$ cat src/source/fetch_pkg.sv
/*
 * Shared widths, the control register map and the AXI4-Lite response codes.
 * Register offsets are byte addresses on a 16-byte window.
 */

package fetch_pkg;

    // Datapath widths
    localparam int INST_W     = 32;                     // One instruction word
    localparam int PC_W       = 32;                     // Byte-addressed PC

    // Instruction store depth, as word-address bits
    localparam int DEF_MEM_AW = 10;                     // 1024 words

    // AXI4-Lite slave
    localparam int AXI_AW     = 4;                      // Four word registers

    localparam logic [AXI_AW-1:0] REG_CTRL      = 4'h0; // Bit 0 is run
    localparam logic [AXI_AW-1:0] REG_STATUS    = 4'h4; // Current PC, read only
    localparam logic [AXI_AW-1:0] REG_IMEM_ADDR = 4'h8; // Load word index
    localparam logic [AXI_AW-1:0] REG_IMEM_DATA = 4'hC; // Load data port

    localparam logic [1:0] RESP_OKAY   = 2'b00;
    localparam logic [1:0] RESP_SLVERR = 2'b10;

endpackage

$ cat src/source/fetch_redirect_if.sv
/*
 * Redirect bundle from the later stages into the PC unit.
 * Targets arrive fully formed as byte addresses.
 */

`timescale 1ns/1ps

interface fetch_redirect_if;
    import fetch_pkg::*;

    logic [PC_W-1:0] branch_target;     // Taken branch destination
    logic [PC_W-1:0] jump_target;       // J/JAL destination
    logic [PC_W-1:0] jr_target;         // GPR[rs] for JR/JALR
    logic            take_branch;
    logic            take_jump;
    logic            take_jr;
    logic            stall;             // Hazard hold

    modport source (
        output branch_target, jump_target, jr_target,
        output take_branch, take_jump, take_jr, stall
    );

    modport sink (
        input branch_target, jump_target, jr_target,
        input take_branch, take_jump, take_jr, stall
    );

endinterface

$ cat src/source/pc_unit.sv
/*
 * Program counter with fixed-priority next-PC select: jr, jump, branch,
 * then PC+4. Updates only when running and not stalled. Resets to 0.
 */

`timescale 1ns/1ps

module pc_unit (
    input  logic                        i_clk,
    input  logic                        i_reset,
    input  logic                        i_run,
    fetch_redirect_if.sink              i_redirect,
    output logic [fetch_pkg::PC_W-1:0]  o_pc,
    output logic [fetch_pkg::PC_W-1:0]  o_npc,
    output logic [fetch_pkg::PC_W-1:0]  o_bds
);
    import fetch_pkg::*;

    logic [PC_W-1:0] pc_q;
    logic [PC_W-1:0] pc_plus4;
    logic [PC_W-1:0] pc_next;
    logic            pc_en;

    assign pc_plus4 = pc_q + PC_W'(4);

    // Highest priority first
    always_comb begin
        if (i_redirect.take_jr) begin
            pc_next = i_redirect.jr_target;
        end else if (i_redirect.take_jump) begin
            pc_next = i_redirect.jump_target;
        end else if (i_redirect.take_branch) begin
            pc_next = i_redirect.branch_target;
        end else begin
            pc_next = pc_plus4;             // Sequential
        end
    end

    assign pc_en = i_run && !i_redirect.stall;

    always_ff @(posedge i_clk) begin
        if (i_reset) begin
            pc_q <= '0;
        end else if (pc_en) begin
            pc_q <= pc_next;
        end
    end

    assign o_pc  = pc_q;
    assign o_npc = pc_plus4;                // Link value seen by decode
    assign o_bds = pc_q + PC_W'(8);         // Delay-slot successor

endmodule

$ cat src/flat_wrapper.sv
// flat-port wrapper written by rule: the top's interface ports become plain ports
module pc_unit_flat import fetch_pkg::*;
  (i_clk, i_reset, i_run, o_pc, o_npc, o_bds, i_redirect_branch_target, i_redirect_jump_target, i_redirect_jr_target, i_redirect_take_branch, i_redirect_take_jump, i_redirect_take_jr, i_redirect_stall);
  fetch_redirect_if i_redirect_i ();
  input  logic i_clk;
  input  logic i_reset;
  input  logic i_run;
  output logic [fetch_pkg::PC_W-1:0] o_pc;
  output logic [fetch_pkg::PC_W-1:0] o_npc;
  output logic [fetch_pkg::PC_W-1:0] o_bds;
  input wire logic [$bits(i_redirect_i.branch_target)-1:0] i_redirect_branch_target;
  input wire logic [$bits(i_redirect_i.jump_target)-1:0] i_redirect_jump_target;
  input wire logic [$bits(i_redirect_i.jr_target)-1:0] i_redirect_jr_target;
  input wire logic [$bits(i_redirect_i.take_branch)-1:0] i_redirect_take_branch;
  input wire logic [$bits(i_redirect_i.take_jump)-1:0] i_redirect_take_jump;
  input wire logic [$bits(i_redirect_i.take_jr)-1:0] i_redirect_take_jr;
  input wire logic [$bits(i_redirect_i.stall)-1:0] i_redirect_stall;
  assign i_redirect_i.branch_target = i_redirect_branch_target;
  assign i_redirect_i.jump_target = i_redirect_jump_target;
  assign i_redirect_i.jr_target = i_redirect_jr_target;
  assign i_redirect_i.take_branch = i_redirect_take_branch;
  assign i_redirect_i.take_jump = i_redirect_take_jump;
  assign i_redirect_i.take_jr = i_redirect_take_jr;
  assign i_redirect_i.stall = i_redirect_stall;
  pc_unit u_core (.i_clk(i_clk), .i_reset(i_reset), .i_run(i_run), .i_redirect(i_redirect_i), .o_pc(o_pc), .o_npc(o_npc), .o_bds(o_bds));
endmodule
$ cat config.mk
export PLATFORM = sky130hd
export DESIGN_NAME = pc_unit_flat
export DESIGN_NICKNAME = d
export VERILOG_FILES = /design/src/source/fetch_pkg.sv /design/src/source/fetch_redirect_if.sv /design/src/source/pc_unit.sv /design/src/flat_wrapper.sv
export SDC_FILE = /design/constraint.sdc
export NUM_CORES = 1
export LEC_CHECK = 0
export BUFFER_PORTS_ARGS = -buffer_cell sky130_fd_sc_hd__buf_2
export CAP_MARGIN = 0
export CORE_AREA = 4 4 112 135
export DETAILED_ROUTE_END_ITERATION = 7
export DIE_AREA = 0 0 116 139
export PLACE_DENSITY = 0.53
export SETUP_SLACK_MARGIN = 0.3
export SLEW_MARGIN = 20
export SYNTH_ARGS = -nofsm -noshare
export SYNTH_HDL_FRONTEND = slang
export SYNTH_SLANG_ARGS = --single-unit
$ cat constraint.sdc
create_clock -name i_clk -period 2.8 [get_ports i_clk]
set_input_delay 0.28 -clock i_clk [delete_from_list [all_inputs] [get_ports i_clk]]
set_output_delay 0.28 -clock i_clk [all_outputs]
set_load 0.02 [all_outputs]
# [Yosys cells after proc, flatten, opt, wreduce, memory -nomap -nowiden]
# Index checks and enable logic that the tools add are counted.
# Widths: inputs -> output; s select.
[word_totals] out_inout_bits=96 input_bits=103 elab_cells=8 register_bits=32
[classes] mux=3 addsub=2 reduce_logical=2
[ops] operator="$mux 32" n=3
[ops] operator="$add 32x3->32 const B" n=1
[ops] operator="$add 32x4->32 const B" n=1
[ops] operator="$logic_and 1x1->1" n=1
[ops] operator="$logic_not 1->1" n=1

# [Depth between registers and ports, before layout]
[logic_depth] word_depth=4 mapped_depth=8 mapped_depth_nobuf=6

# [Worst setup path after synthesis]
# Ideal clock, no wire load.
[synth_timing] path_kind="register to output" startpoint="register u_core.pc_q[5] (netlist: u_core.o_pc[5])" endpoint="output port o_bds[24] in the netlist's numbering" t_arrival_ns=2.174 slack_ns=0.346 n_path_buf=1 stages_incl_launch_ff=6 required_time_ns=2.520 cell_sequence="dfxtp_1 > buf_2 > nand3_1 > nor4_1 > nand4_1 > xnor2_1"
[synth_via] elab_chain_len=1
[synth_rtl] element="start, declared" line="pc_unit.sv:19" source="logic [PC_W-1:0] pc_q;"
[synth_rtl] element="start signal, assigned" line="pc_unit.sv:45" source="pc_q <= pc_next;"
[synth_rtl] element="$add 32x4->32" line="pc_unit.sv:51" source="assign o_bds = pc_q + PC_W'(8);"
[synth_rtl] element="end, declared" line="flat_wrapper.sv:10" source="output logic [fetch_pkg::PC_W-1:0] o_bds;"
# No other way between the ends.

# [Worst setup path in the final report]
[layout_timing] startpoint="register u_core.pc_q[3] (netlist: u_core.o_pc[3])" endpoint="output port o_npc[30] in the netlist's numbering"
[layout_via] elab_chain_len=1
[layout_rtl] element="$add 32x3->32" line="pc_unit.sv:24" source="assign pc_plus4 = pc_q + PC_W'(4);"
[layout_rtl] element="end, declared" line="flat_wrapper.sv:9" source="output logic [fetch_pkg::PC_W-1:0] o_npc;"
# No other way between the ends.

==> flow_metrics.tcl <==
set metrics [dict create \
    run_status "finished clean" \
    track_usage_pct 19.63 \
    synthCells 474 \
    hold_viol_final 0 \
    start_util_pct 24.52 \
    yosysWarnings 0 \
    seq_area_frac_synth_pct 18.98 \
    die_w_um 116 \
    hold_path.class "in2reg" \
    r2r-start "u_core.o_pc[3]" \
    wl_per_cell_um 20.47 \
    clock_sinks 32 \
    pwr-share-comb_pct 31.9 \
    cts_max_level 2 \
    dp_hpwl_um 13400 \
    globalplace.congestion 0.9268 \
    core_area_sq_mm 0.01376 \
    power_density_mw_per_mm2 374.7 \
    vias_per_cell 5.314 \
    die_area_sq_mm 0.01612 \
    cts_max_path_buffers 2 \
    crit_required_ps 2520 \
    cts_tree "done" \
    numCtsBuffers 5 \
    setup_viol 0 \
    synth-async-reset-ratio_pct 0 \
    r2r_slack_ps 610 \
    period_share_pct 89.24 \
    setup.worst_path.end_class "output pin" \
    synthFlopType "dfxtp_1" \
    grt_pass1_vias 4311 \
    final.setup.tns_ps 0 \
    grt_antenna_before_repair 1 \
    slew_headroom_pct 57.43 \
    slew_viol_final 0 \
    switching_share_pct 34.93 \
    worstSetupPathType "reg2out" \
    largest_reg_flops 32 \
    hold_path_end "u_core.o_pc[29]" \
    ant_nets 0 \
    cp_max_fo 7 \
    final_nets 759 \
    startpoint_type "register" \
    grt_pass1_wl_um 24740 \
    drv_cap 0 \
    dr.pass1.iters 4 \
    die_y_um 139 \
    drc_errors 0 \
    internal_power_mw 1.179 \
    syn_nets 580 \
    synth_cell_types 55 \
    synth_area_sq_mm 0.003374 \
    p_seq_share_pct 30.3 \
    rsz0062_at_grt "yes" \
    power_switching_uw 633.0 \
    port_buffers 198 \
    max_freq_ghz 0.4002 \
    final_layout_size_suffix_gt1_share_pct 41.28 \
    area_growth_pct 43.31 \
    finClkSkew_ps 7.883 \
    p_clk_share_pct 37.8 \
    overflow 0 \
    dr.first_iter.drc_count 217 \
    io_pins 199 \
    finalPower_mw 1.812 \
    postSynthAreaPerCell_sq_um 7.119 \
    num_rows 47 \
    fin_crit_ps 2499 \
    root_buffer "clkbuf_16" \
    insertion_delay_ps 280 \
    ys_ff_latch 32 \
    worstReg2RegEnd "u_core.o_pc[26]" \
    timing.hold.ws_ps 279.4 \
    tightest_slew_ps 636.2 \
    grt_max_degree 25 \
    peakVddDrop_uv 196.3 \
    drt-total-wl_um 16910 \
    hp-start "i_redirect_jr_target[29]" \
    power.leakage_nw 2.252 \
    crit_arrival_ps 2220 \
    vias 4389 \
    rr_worst_depth 6 \
    whs_path_depth 3 \
    clk_pin_slew_ps 60 \
    synth_edf_count 0 \
]
how the worst max path moves through the flow:
stage               slack, ps         to  cells after the start            start
floorplan                 350  o_bds[24]                      5   u_core.o_pc[5]
global placement          500  o_npc[23]                      5   u_core.o_pc[9]
detailed placement        400  o_bds[23]                      6   u_core.o_pc[9]
CTS                       270  o_bds[23]                      6  u_core.o_pc[11]
global route              230  o_bds[23]                      6   u_core.o_pc[9]
finish                    300  o_npc[30]                      7   u_core.o_pc[3]
what timing repair did:
action | in CTS | in global routing
resized for setup | 16 | 17
setup buffers | 0 | 4
setup endpoints to repair | 21 | 20
pin swaps | 0 | 3
hold buffers | 0 | 0
synth_stat cells, types with 5 or more instances:
cell type,count,area [sq um]
a211oi_1,8,60.06
a21oi_1,24,120.1
a221oi_1,19,166.4
a22oi_1,5,37.54
and3_1,7,43.79
buf_2,15,75.07
buf_4,6,45.04
clkbuf_1,27,101.4
dfxtp_1,32,640.6
inv_1,7,26.28
mux2i_1,9,90.09
nand2_1,33,123.9
nand3_1,28,140.1
nand4_1,10,62.56
nor2_1,56,210.2
nor3_1,16,80.08
nor4_1,6,37.54
o211ai_1,7,52.55
o21ai_0,28,140.1
o22ai_1,6,37.54
o32ai_1,5,43.79
xnor2_1,36,315.3
xor2_1,19,166.4
layer usage:
layer  GRT usage [%]  up-vias  wire (um)
met1           24.38     2078       6806
met3           4.147       28       1340
met4           5.009        0        362
met5               0        -          0
met2           34.07      174       8399
li1                -     2109          -
cells in the final DEF, fill, tap and decap left out, types with 3 or more instances in the layout:
| master | netlist | layout |
|---|---|---|
| xnor2_1 | 36 | 35 |
| o21ai_0 | 28 | 28 |
| clkbuf_16 | 0 | 5 |
| nand3_2 | 1 | 3 |
| nor4_1 | 6 | 4 |
| or4_1 | 3 | 3 |
| nor3_1 | 16 | 14 |
| a22oi_1 | 5 | 5 |
| a221o_1 | 3 | 3 |
| dfxtp_1 | 32 | 20 |
| a21oi_1 | 24 | 24 |
| o31a_1 | 4 | 4 |
| nor2_1 | 56 | 54 |
| dfxtp_2 | 0 | 11 |
| nand3_1 | 28 | 25 |
| buf_2 | 15 | 197 |
| nand2b_1 | 4 | 4 |
| inv_1 | 7 | 7 |
| buf_4 | 6 | 27 |
| o211ai_1 | 7 | 7 |
| o32ai_1 | 5 | 5 |
| nor4_4 | 3 | 4 |
| nand3b_1 | 3 | 3 |
| o22ai_1 | 6 | 6 |
| nand4_1 | 10 | 10 |
| a211oi_1 | 8 | 8 |
| nand2_1 | 33 | 32 |
| or3_1 | 3 | 3 |
| mux2i_1 | 9 | 9 |
| and3_1 | 7 | 7 |
| a221oi_1 | 19 | 19 |
| xor2_1 | 19 | 19 |
| a31oi_1 | 4 | 4 |
area by class of cell:
cell class,count,area [sq um]
Fill cell,1541,8925
Sequential cell,32,658.1
Clock inverter,1,30.03
Multi-Input combinational cell,381,2556
Inverter,9,33.78
Timing Repair Buffer,224,1189
Tap cell,171,214.0
Antenna cell,1,2.502
Clock buffer,7,152.6
critical path: stages, from the launching register on:
cell and delay, ps:
dfxtp_2 400, ha_2 250, nand3_4 130, nor4_4 430
buf_4 190, nand4_1 150, xnor2_2 200, buf_2 200
logic make-up (layout without fill, tap and decap cells):
family | after synthesis | after routing | synth area share [%]
AOI/OAI and AO/OA | 128 | 128 | 26.14
xor gates and xnor gates | 55 | 55 | 14.28
adders and majority gates | 3 | 3 | 1.112
buffers and inverters | 61 | 241 | 8.009
DFF | 32 | 32 | 18.98
muxes | 10 | 10 | 3.003
other | 0 | 1 | 0
and+or+nand+nor | 185 | 185 | 28.48
power by group through the flow:
| stage | clock network, mW | logic [mW] | registers [mW] |
|---|---|---|---|
| 3_3_place_gp | 0 | 0.574 | 0.552 |
| 4_1_cts | 0.692 | 0.579 | 0.545 |
| 6_report | 0.685 | 0.578 | 0.549 |
| 5_1_grt | 0.712 | 0.623 | 0.555 |
| 3_5_place_dp | 0 | 0.575 | 0.553 |
| 2_1_floorplan | 0 | 0.331 | 0.551 |
metrics by stage:
step	std cells	cell area (sq um)	util (%)	worst slack (ps)
floorplan	474	3374	-	345.7
global placement	813	4511	32.78	504.4
detailed placement	813	4511	32.78	400.2
CTS	821	4736	34.42	269.5
global route	826	4836	35.14	228.9
finish	826	4836	35.14	301.2
Note: power is estimated with default switching activity, not from simulation.
