[config.mk]
export PLATFORM = sky130hd
export DESIGN_NAME = fetch_csr
export DESIGN_NICKNAME = d
export VERILOG_FILES = /design/src/source/fetch_pkg.sv /design/src/source/fetch_csr.sv
export SDC_FILE = /design/constraint.sdc
export NUM_CORES = 1
export LEC_CHECK = 0
export ABC_AREA = 1
export BUFFER_PORTS_ARGS = -buffer_cell sky130_fd_sc_hd__buf_2
export CAP_MARGIN = 30
export CORE_ASPECT_RATIO = 0.7
export CORE_MARGIN = 4
export CORE_UTILIZATION = 46
export CTS_CLUSTER_DIAMETER = 80
export CTS_CLUSTER_SIZE = 10
export DETAILED_ROUTE_END_ITERATION = 16
export PLACE_DENSITY = 0.9
export SLEW_MARGIN = 10
export SYNTH_ARGS = -nofsm -noshare
export SYNTH_HDL_FRONTEND = slang
export SYNTH_SLANG_ARGS = --single-unit
[constraint.sdc]
create_clock -name i_clk -period 2.5 [get_ports i_clk]
set_input_delay 0 -clock i_clk [delete_from_list [all_inputs] [get_ports i_clk]]
set_output_delay 0 -clock i_clk [all_outputs]
set_load 0.02 [all_outputs]
[src/source/fetch_pkg.sv]
/*
 * Shared widths, the control register map and the AXI4-Lite response codes.
 * Register offsets are byte addresses on a 16-byte window.
 */

package fetch_pkg;

    // Datapath widths
    localparam int INST_W     = 32;                     // One instruction word
    localparam int PC_W       = 32;                     // Byte-addressed PC

    // Instruction store depth, as word-address bits
    localparam int DEF_MEM_AW = 10;                     // 1024 words

    // AXI4-Lite slave
    localparam int AXI_AW     = 4;                      // Four word registers

    localparam logic [AXI_AW-1:0] REG_CTRL      = 4'h0; // Bit 0 is run
    localparam logic [AXI_AW-1:0] REG_STATUS    = 4'h4; // Current PC, read only
    localparam logic [AXI_AW-1:0] REG_IMEM_ADDR = 4'h8; // Load word index
    localparam logic [AXI_AW-1:0] REG_IMEM_DATA = 4'hC; // Load data port

    localparam logic [1:0] RESP_OKAY   = 2'b00;
    localparam logic [1:0] RESP_SLVERR = 2'b10;

endpackage

[src/source/fetch_csr.sv]
/*
 * AXI4-Lite control block for the fetch stage. Full-word writes only.
 * Instruction memory can be loaded only while run is 0; loads while
 * running answer SLVERR and leave memory and the load address alone.
 */

`timescale 1ns/1ps

module fetch_csr #(
    parameter int MEM_AW = fetch_pkg::DEF_MEM_AW
) (
    input  logic                          i_clk,
    input  logic                          i_reset,
    // Write address and data
    input  logic [fetch_pkg::AXI_AW-1:0]  i_awaddr,
    input  logic                          i_awvalid,
    output logic                          o_awready,
    input  logic [fetch_pkg::INST_W-1:0]  i_wdata,
    input  logic                          i_wvalid,
    output logic                          o_wready,
    // Write response
    output logic [1:0]                    o_bresp,
    output logic                          o_bvalid,
    input  logic                          i_bready,
    // Read address and data
    input  logic [fetch_pkg::AXI_AW-1:0]  i_araddr,
    input  logic                          i_arvalid,
    output logic                          o_arready,
    output logic [fetch_pkg::INST_W-1:0]  o_rdata,
    output logic [1:0]                    o_rresp,
    output logic                          o_rvalid,
    input  logic                          i_rready,
    // Fetch side
    input  logic [fetch_pkg::PC_W-1:0]    i_pc,
    output logic                          o_run,
    output logic                          o_imem_we,
    output logic [MEM_AW-1:0]             o_imem_waddr,
    output logic [fetch_pkg::INST_W-1:0]  o_imem_wdata
);
    import fetch_pkg::*;

    logic              wr_ready_q;          // Shared AWREADY/WREADY
    logic              bvalid_q;
    logic              rd_ready_q;
    logic              rvalid_q;
    logic              run_q;
    logic [MEM_AW-1:0] imem_addr_q;         // Auto-incrementing load index
    logic              wr_hs;
    logic              rd_hs;
    logic              wr_is_data;
    logic [1:0]        wr_resp;
    logic [1:0]        rd_resp;
    logic [INST_W-1:0] rd_data;

    assign wr_hs      = wr_ready_q && i_awvalid && i_wvalid;
    assign rd_hs      = rd_ready_q && i_arvalid;
    assign wr_is_data = (i_awaddr == REG_IMEM_DATA);

    // Write response per register map
    always_comb begin
        wr_resp = RESP_OKAY;
        case (i_awaddr)
            REG_CTRL:      wr_resp = RESP_OKAY;
            REG_IMEM_ADDR: wr_resp = RESP_OKAY;
            REG_IMEM_DATA: wr_resp = run_q ? RESP_SLVERR : RESP_OKAY;  // Refused while running
            default:       wr_resp = RESP_SLVERR;                     // STATUS and holes
        endcase
    end

    // Read mux with the PC sampled at accept
    always_comb begin
        rd_data = '0;
        rd_resp = RESP_OKAY;
        case (i_araddr)
            REG_CTRL:      rd_data[0] = run_q;
            REG_STATUS:    rd_data = i_pc;
            REG_IMEM_ADDR: rd_data[MEM_AW-1:0] = imem_addr_q;
            REG_IMEM_DATA: rd_data = '0;                // Write-only port
            default:       rd_resp = RESP_SLVERR;
        endcase
    end

    // Handshake and register state
    always_ff @(posedge i_clk) begin
        if (i_reset) begin
            wr_ready_q  <= 1'b0;
            bvalid_q    <= 1'b0;
            rd_ready_q  <= 1'b0;
            rvalid_q    <= 1'b0;
            run_q       <= 1'b0;
            imem_addr_q <= '0;
        end else begin
            wr_ready_q <= i_awvalid && i_wvalid && !wr_ready_q && !bvalid_q;
            rd_ready_q <= i_arvalid && !rd_ready_q && !rvalid_q;

            if (wr_hs) begin
                bvalid_q <= 1'b1;
            end else if (i_bready) begin
                bvalid_q <= 1'b0;
            end

            if (rd_hs) begin
                rvalid_q <= 1'b1;
            end else if (i_rready) begin
                rvalid_q <= 1'b0;
            end

            if (wr_hs && i_awaddr == REG_CTRL) begin
                run_q <= i_wdata[0];
            end

            if (wr_hs && i_awaddr == REG_IMEM_ADDR) begin
                imem_addr_q <= i_wdata[MEM_AW-1:0];
            end else if (wr_hs && wr_is_data && !run_q) begin
                imem_addr_q <= imem_addr_q + MEM_AW'(1);    // Wraps at top
            end
        end
    end

    // Response payload
    always_ff @(posedge i_clk) begin
        if (wr_hs) begin
            o_bresp <= wr_resp;
        end
        if (rd_hs) begin
            o_rdata <= rd_data;
            o_rresp <= rd_resp;
        end
    end

    assign o_awready    = wr_ready_q;
    assign o_wready     = wr_ready_q;
    assign o_bvalid     = bvalid_q;
    assign o_arready    = rd_ready_q;
    assign o_rvalid     = rvalid_q;
    assign o_run        = run_q;

    // Memory lands at the handshake edge
    assign o_imem_we    = wr_hs && wr_is_data && !run_q;
    assign o_imem_waddr = imem_addr_q;
    assign o_imem_wdata = i_wdata;

endmodule

Word-level counts from Yosys, hierarchy flattened. Index checks and enable logic that the tools add are counted.

Word-level logic and storage cells: 51. Input port bits: 79. Flip-flop bits (word level): 51.

Muxes and demuxes: 11. Add/subtract/negate cells: 1. Reductions and logical operators: 24. Equality and inequality tests: 5.

Operators with widths (count): $mux W10 (2); $pmux W9 S2 (1); $eq A4 B4 Y1 const B (4); $logic_and A1 B1 Y1 (12); $add A10 B1 Y10 const B (1); $logic_not A4 Y1 (2); $reduce_bool A2 Y1 (3); $logic_not A1 Y1 (5); $eq A4 B3 Y1 const B (1); $mux W1 (4); $mux W2 (2); $pmux W2 S2 (1); $reduce_or A4 Y1 (1); $pmux W1 S3 (1); $reduce_or A2 Y1 (1).

Longest topological paths before layout.
Depth after elaboration: 6. Mapped depth: 9.

Least setup slack after synthesis. No wires, ideal clock.

Path type: flip-flop to flip-flop. From: register rd_ready_q (netlist: o_arready). To: register o_rdata[0] (netlist name) (enable). Buffers on the path: 0. Stages on the path, launching flop included: 3. Data required time: 2112 ps. Path slack: 910 ps. Period minus slack after synthesis: 1590 ps. Arrival time: 1203 ps. Cells stage by stage: dfxtp_1 nand2_1 inv_1.

Word-level cells in the longest chain between the ends: 1.

Ends and longest elaborated chain: start, declared (RTL line fetch_csr.sv:44) `logic rd_ready_q;`; start signal, assigned (RTL line fetch_csr.sv:94) `rd_ready_q <= i_arvalid && !rd_ready_q && !rvalid_q;`; $logic_and A1 B1 Y1 (RTL line fetch_csr.sv:56) `assign rd_hs = rd_ready_q && i_arvalid;`; net rd_hs (RTL line fetch_csr.sv:49) `logic rd_hs;`; end signal, assigned (RTL line fetch_csr.sv:126) `o_rdata <= rd_data;`; end, declared (RTL line fetch_csr.sv:29) `output logic [fetch_pkg::INST_W-1:0] o_rdata,`.

The timed path passes the listed nets, and every way through them passes these cells. A chain may end at the register's enable or synchronous reset.

Worst setup path in the final report.
From: register wr_ready_q (netlist: o_awready). To: register imem_addr_q[3] (netlist: o_imem_waddr[3]).

Word-level cells in the longest chain between the ends: 5. Elaborated cells between the ends (all ways): 7.

Ends and longest elaborated chain: start, declared (RTL line fetch_csr.sv:42) `logic wr_ready_q;`; start signal, assigned (RTL line fetch_csr.sv:93) `wr_ready_q <= i_awvalid && i_wvalid && !wr_ready_q && !bvalid_q;`; $logic_and A1 B1 Y1 * (2 in series) (RTL line fetch_csr.sv:55) `assign wr_hs = wr_ready_q && i_awvalid && i_wvalid;`; net wr_hs (RTL line fetch_csr.sv:48) `logic wr_hs;`; $logic_and A1 B1 Y1 (2 in series) (RTL line fetch_csr.sv:114) `end else if (wr_hs && wr_is_data && !run_q) begin`; $reduce_bool A2 Y1 (no source line); end signal, assigned (RTL line fetch_csr.sv:113) `imem_addr_q <= i_wdata[MEM_AW-1:0];`; end signal, assigned (RTL line fetch_csr.sv:115) `imem_addr_q <= imem_addr_q + MEM_AW'(1);`; end, declared (RTL line fetch_csr.sv:47) `logic [MEM_AW-1:0] imem_addr_q;`.

The timed path passes the listed nets; every way through them passes the cells marked *.

==> key figures <==
Synthesis
  – Synthesized area: 0.002550 mm²
  – Synth area leaders: edfxtp_1 (40%), dfxtp_1 (12%), buf_4 (10%)
  – Flops & latches, synth: 49
  – Synth area leader: edfxtp_1
  – Async S/R FF share, synth: 0
  – Area share of the largest cell type after synthesis: 0.4004
  – Netlist cell types: 31
  – Post-synth EDFFs: 34
  – Sequential fraction of the synthesis area: 0.5182
  – Syn Area/Cell: 8.733 µm²
  – Cells after synthesis: 292
  – Ys flop type: edfxtp_1
  – Yosys warns: 0

Drt
  – Wire per inst: 13.03 µm
  – Drt pass-1 iters: 4
  – Via Count: 2215
  – Via density: 4.673
  – Detail Route Antenna Nets: 0
  – Final WL: 6.176 mm
  – Starting DRC count in detailed routing: 97
  – DRC Markers: 0

Floorplan
  – IO Pins: 164
  – Initial Util: 0.4800
  – Die Width: 96.99 µm
  – Rows: 22
  – Die H: 70.29 µm
  – Core Box Area: 0.005313 mm²
  – Die Footprint: 0.006817 mm²

Pwr
  – Total power draw: 1.517 mW
  – Power density over cell area: 464.7 mW/mm²
  – Max VDD drop: 0.2854 mV
  – Leakage Power: 1.603 nW

STA
  – Final count of hold timing violations: 0
  – RSZ-0062 raised after global routing: false
  – Max Fclk: 620.4 MHz
  – Clock skew: 8.862 ps
  – Fin Setup TNS: 0 ps
  – Period minus WS final: 1612 ps
  – Finish-stage setup viols: 0
  – Slew Viols, Final: 0
  – Final period util: 0.6447

Global routing
  – Largest net degree at the start of global routing: 34
  – Overall routing resource usage: 0.1792
  – Initial antenna violation count: 0
  – First-pass GRT wire length: 9.908 mm
  – Gr ovfl total: 0
  – Vias in the first global route: 2080

Setup path
  – R2R cell count: 6
  – Critical path data arrival time: 1800 ps
  – R2R setup slack: 890 ps
  – Crit path max fanout: 20
  – Critical path required time: 2690 ps
  – Crit Path Category: flip-flop to flip-flop
  – Reg-to-Reg End: o_imem_waddr[3]$_SDFFE_PP0P_
  – CP Launch Type: flip-flop
  – Setup crit end kind: flip-flop
  – Worst r2r src: o_awready$_SDFF_PP0_

Placed design
  – Routability cong.: 0.8780
  – Post-Place Cells: 443
  – I/O Buffers: 117
  – DP Wirelength: 4.786 mm

Clock tree
  – Cts bufs inserted: 5
  – Clock-pin transition on the worst setup and hold timing paths: 90 ps
  – Clock latency on the worst-skew pair: 300 ps
  – Clock Path Buffers: 2
  – Post-CTS Setup Repair Bufs: 0
  – CTS tree: done
  – Clock root buffer: clkbuf_8
  – Sink Count: 49
  – CTS resizes: 0
  – H-tree Lvls: 2

Cells and area
  – Final cell count without fillers: 474
  – Finished Core Util: 0.6145
  – Commonest cells after routing, fill and taps aside: buf_2 (117), inv_1 (47), nor2_1 (41)
  – Layout cell share with drive strength beyond 1: 0.3408
  – Layout Nets: 481
  – Filler cells: 475
  – Antenna diode count: 0
  – Leading cell type in the layout, fill and taps excluded: buf_2
  – Area grow syn2layout: 28.02%

Min path
  – Worst hold endpoint: o_imem_wdata[19]
  – Worst min path class: input port to primary output
  – HP Start: i_wdata[19]
  – WHS Path Cells: 0

Status
  – Status: completed

Run
  – Max cap viols: 0
[flip-flops by register name (all words and copies together) (netlist names)]
signal	flops
o_arready	1
o_imem_waddr	10
o_rresp	1
o_rvalid	1
o_rdata	32
o_bresp	1
o_run	1
o_bvalid	1
o_awready	1
[cell type report]
| class | instances | area [µm²] | area share |
|---|---|---|---|
| Multi-Input combinational cell | 153 | 748.2 | 0.2292 |
| Tap cell | 72 | 90.09 | 0.02760 |
| Clock inverter | 3 | 21.27 | 0.006516 |
| Timing Repair Buffer | 141 | 823.3 | 0.2522 |
| Sequential cell | 49 | 1321 | 0.4048 |
| Clock buffer | 5 | 68.82 | 0.02108 |
| Inverter | 51 | 191.4 | 0.05864 |
[report_power, final]
group / total, mW / switching [mW] / leakage (nW) / internal [mW]
logic: 0.174 / 0.0943 / 1.09 / 0.0793
registers: 0.879 / 0.00436 / 0.470 / 0.874
clock network: 0.465 / 0.266 / 0.0445 / 0.199
[cell usage after synthesis (2+ instances only)]
library cell,count
or2_0,6
nand2_1,39
a21oi_1,13
o21ai_0,16
edfxtp_1,34
inv_2,4
nor2_1,41
inv_1,47
nand3_1,19
buf_2,3
dfxtp_1,15
nor3_1,2
buf_4,35
[worst max-delay path, cell delays in order (launching register included)]
cell and delay [ps]:
dfxtp_1 420, inv_2 60, nor2_4 160, nand3_2 360, or2_0 330, o21ai_1 90
a21oi_1 80
[worst max-delay path by stage]
stage,from,endpoint,slack (ps),cells past startpoint
after global routing,o_awready$_SDFF_PP0_,o_imem_waddr[0]$_SDFFE_PP0P_,740,7
final,o_awready$_SDFF_PP0_,o_imem_waddr[3]$_SDFFE_PP0P_,890,6
after global placement,o_awready$_SDFF_PP0_,o_imem_waddr[8]$_SDFFE_PP0P_,1020,6
after detailed placement,o_awready$_SDFF_PP0_,o_imem_waddr[3]$_SDFFE_PP0P_,930,6
after CTS,o_awready$_SDFF_PP0_,o_imem_waddr[3]$_SDFFE_PP0P_,910,6
after floorplan,o_arready$_SDFF_PP0_,o_rdata[0]$_DFFE_PP_,910,2
[cell families (layout without fill, tap and decap cells)]
group | after synthesis | in the layout | share of synthesized area
DFF | 49 | 49 | 0.5182
other | 1 | 2 | 0.001471
AOI/OAI and AO/OA | 33 | 33 | 0.06919
and+or+nand+nor | 116 | 116 | 0.2130
adders and majority gates | 1 | 1 | 0.004906
xor gates and xnor gates | 1 | 1 | 0.003435
buffers and inverters | 91 | 200 | 0.1899
[through the flow]
| step | instance area [µm²] | setup WS, ps | hold slack (ps) |
|---|---|---|---|
| finish | 3264 | 888.2 | 0.008860 |
| global route | 3264 | 744.4 | 0.02926 |
| CTS | 3264 | 907.6 | 0.1367 |
| detailed placement | 2944 | 927.8 | 0.1367 |
| global placement | 2944 | 1024 | 0.1367 |
| floorplan | 2554 | 909.6 | 112.6 |
[per-layer routing]
metal,up-vias,global-route usage,routed length [µm]
li1,1104,-,-
met2,104,0.2989,2990
met4,0,0.07477,161
met3,25,0.05689,552
met1,982,0.2144,2472
met5,-,0,0
[repair_timing]
| action | CTS | global route |
|---|---|---|
| hold endpoints to repair | 24 | 0 |
| hold buffers | 23 | 0 |
| setup endpoints to repair | 0 | 0 |
Power figures use the tool's default switching activity.
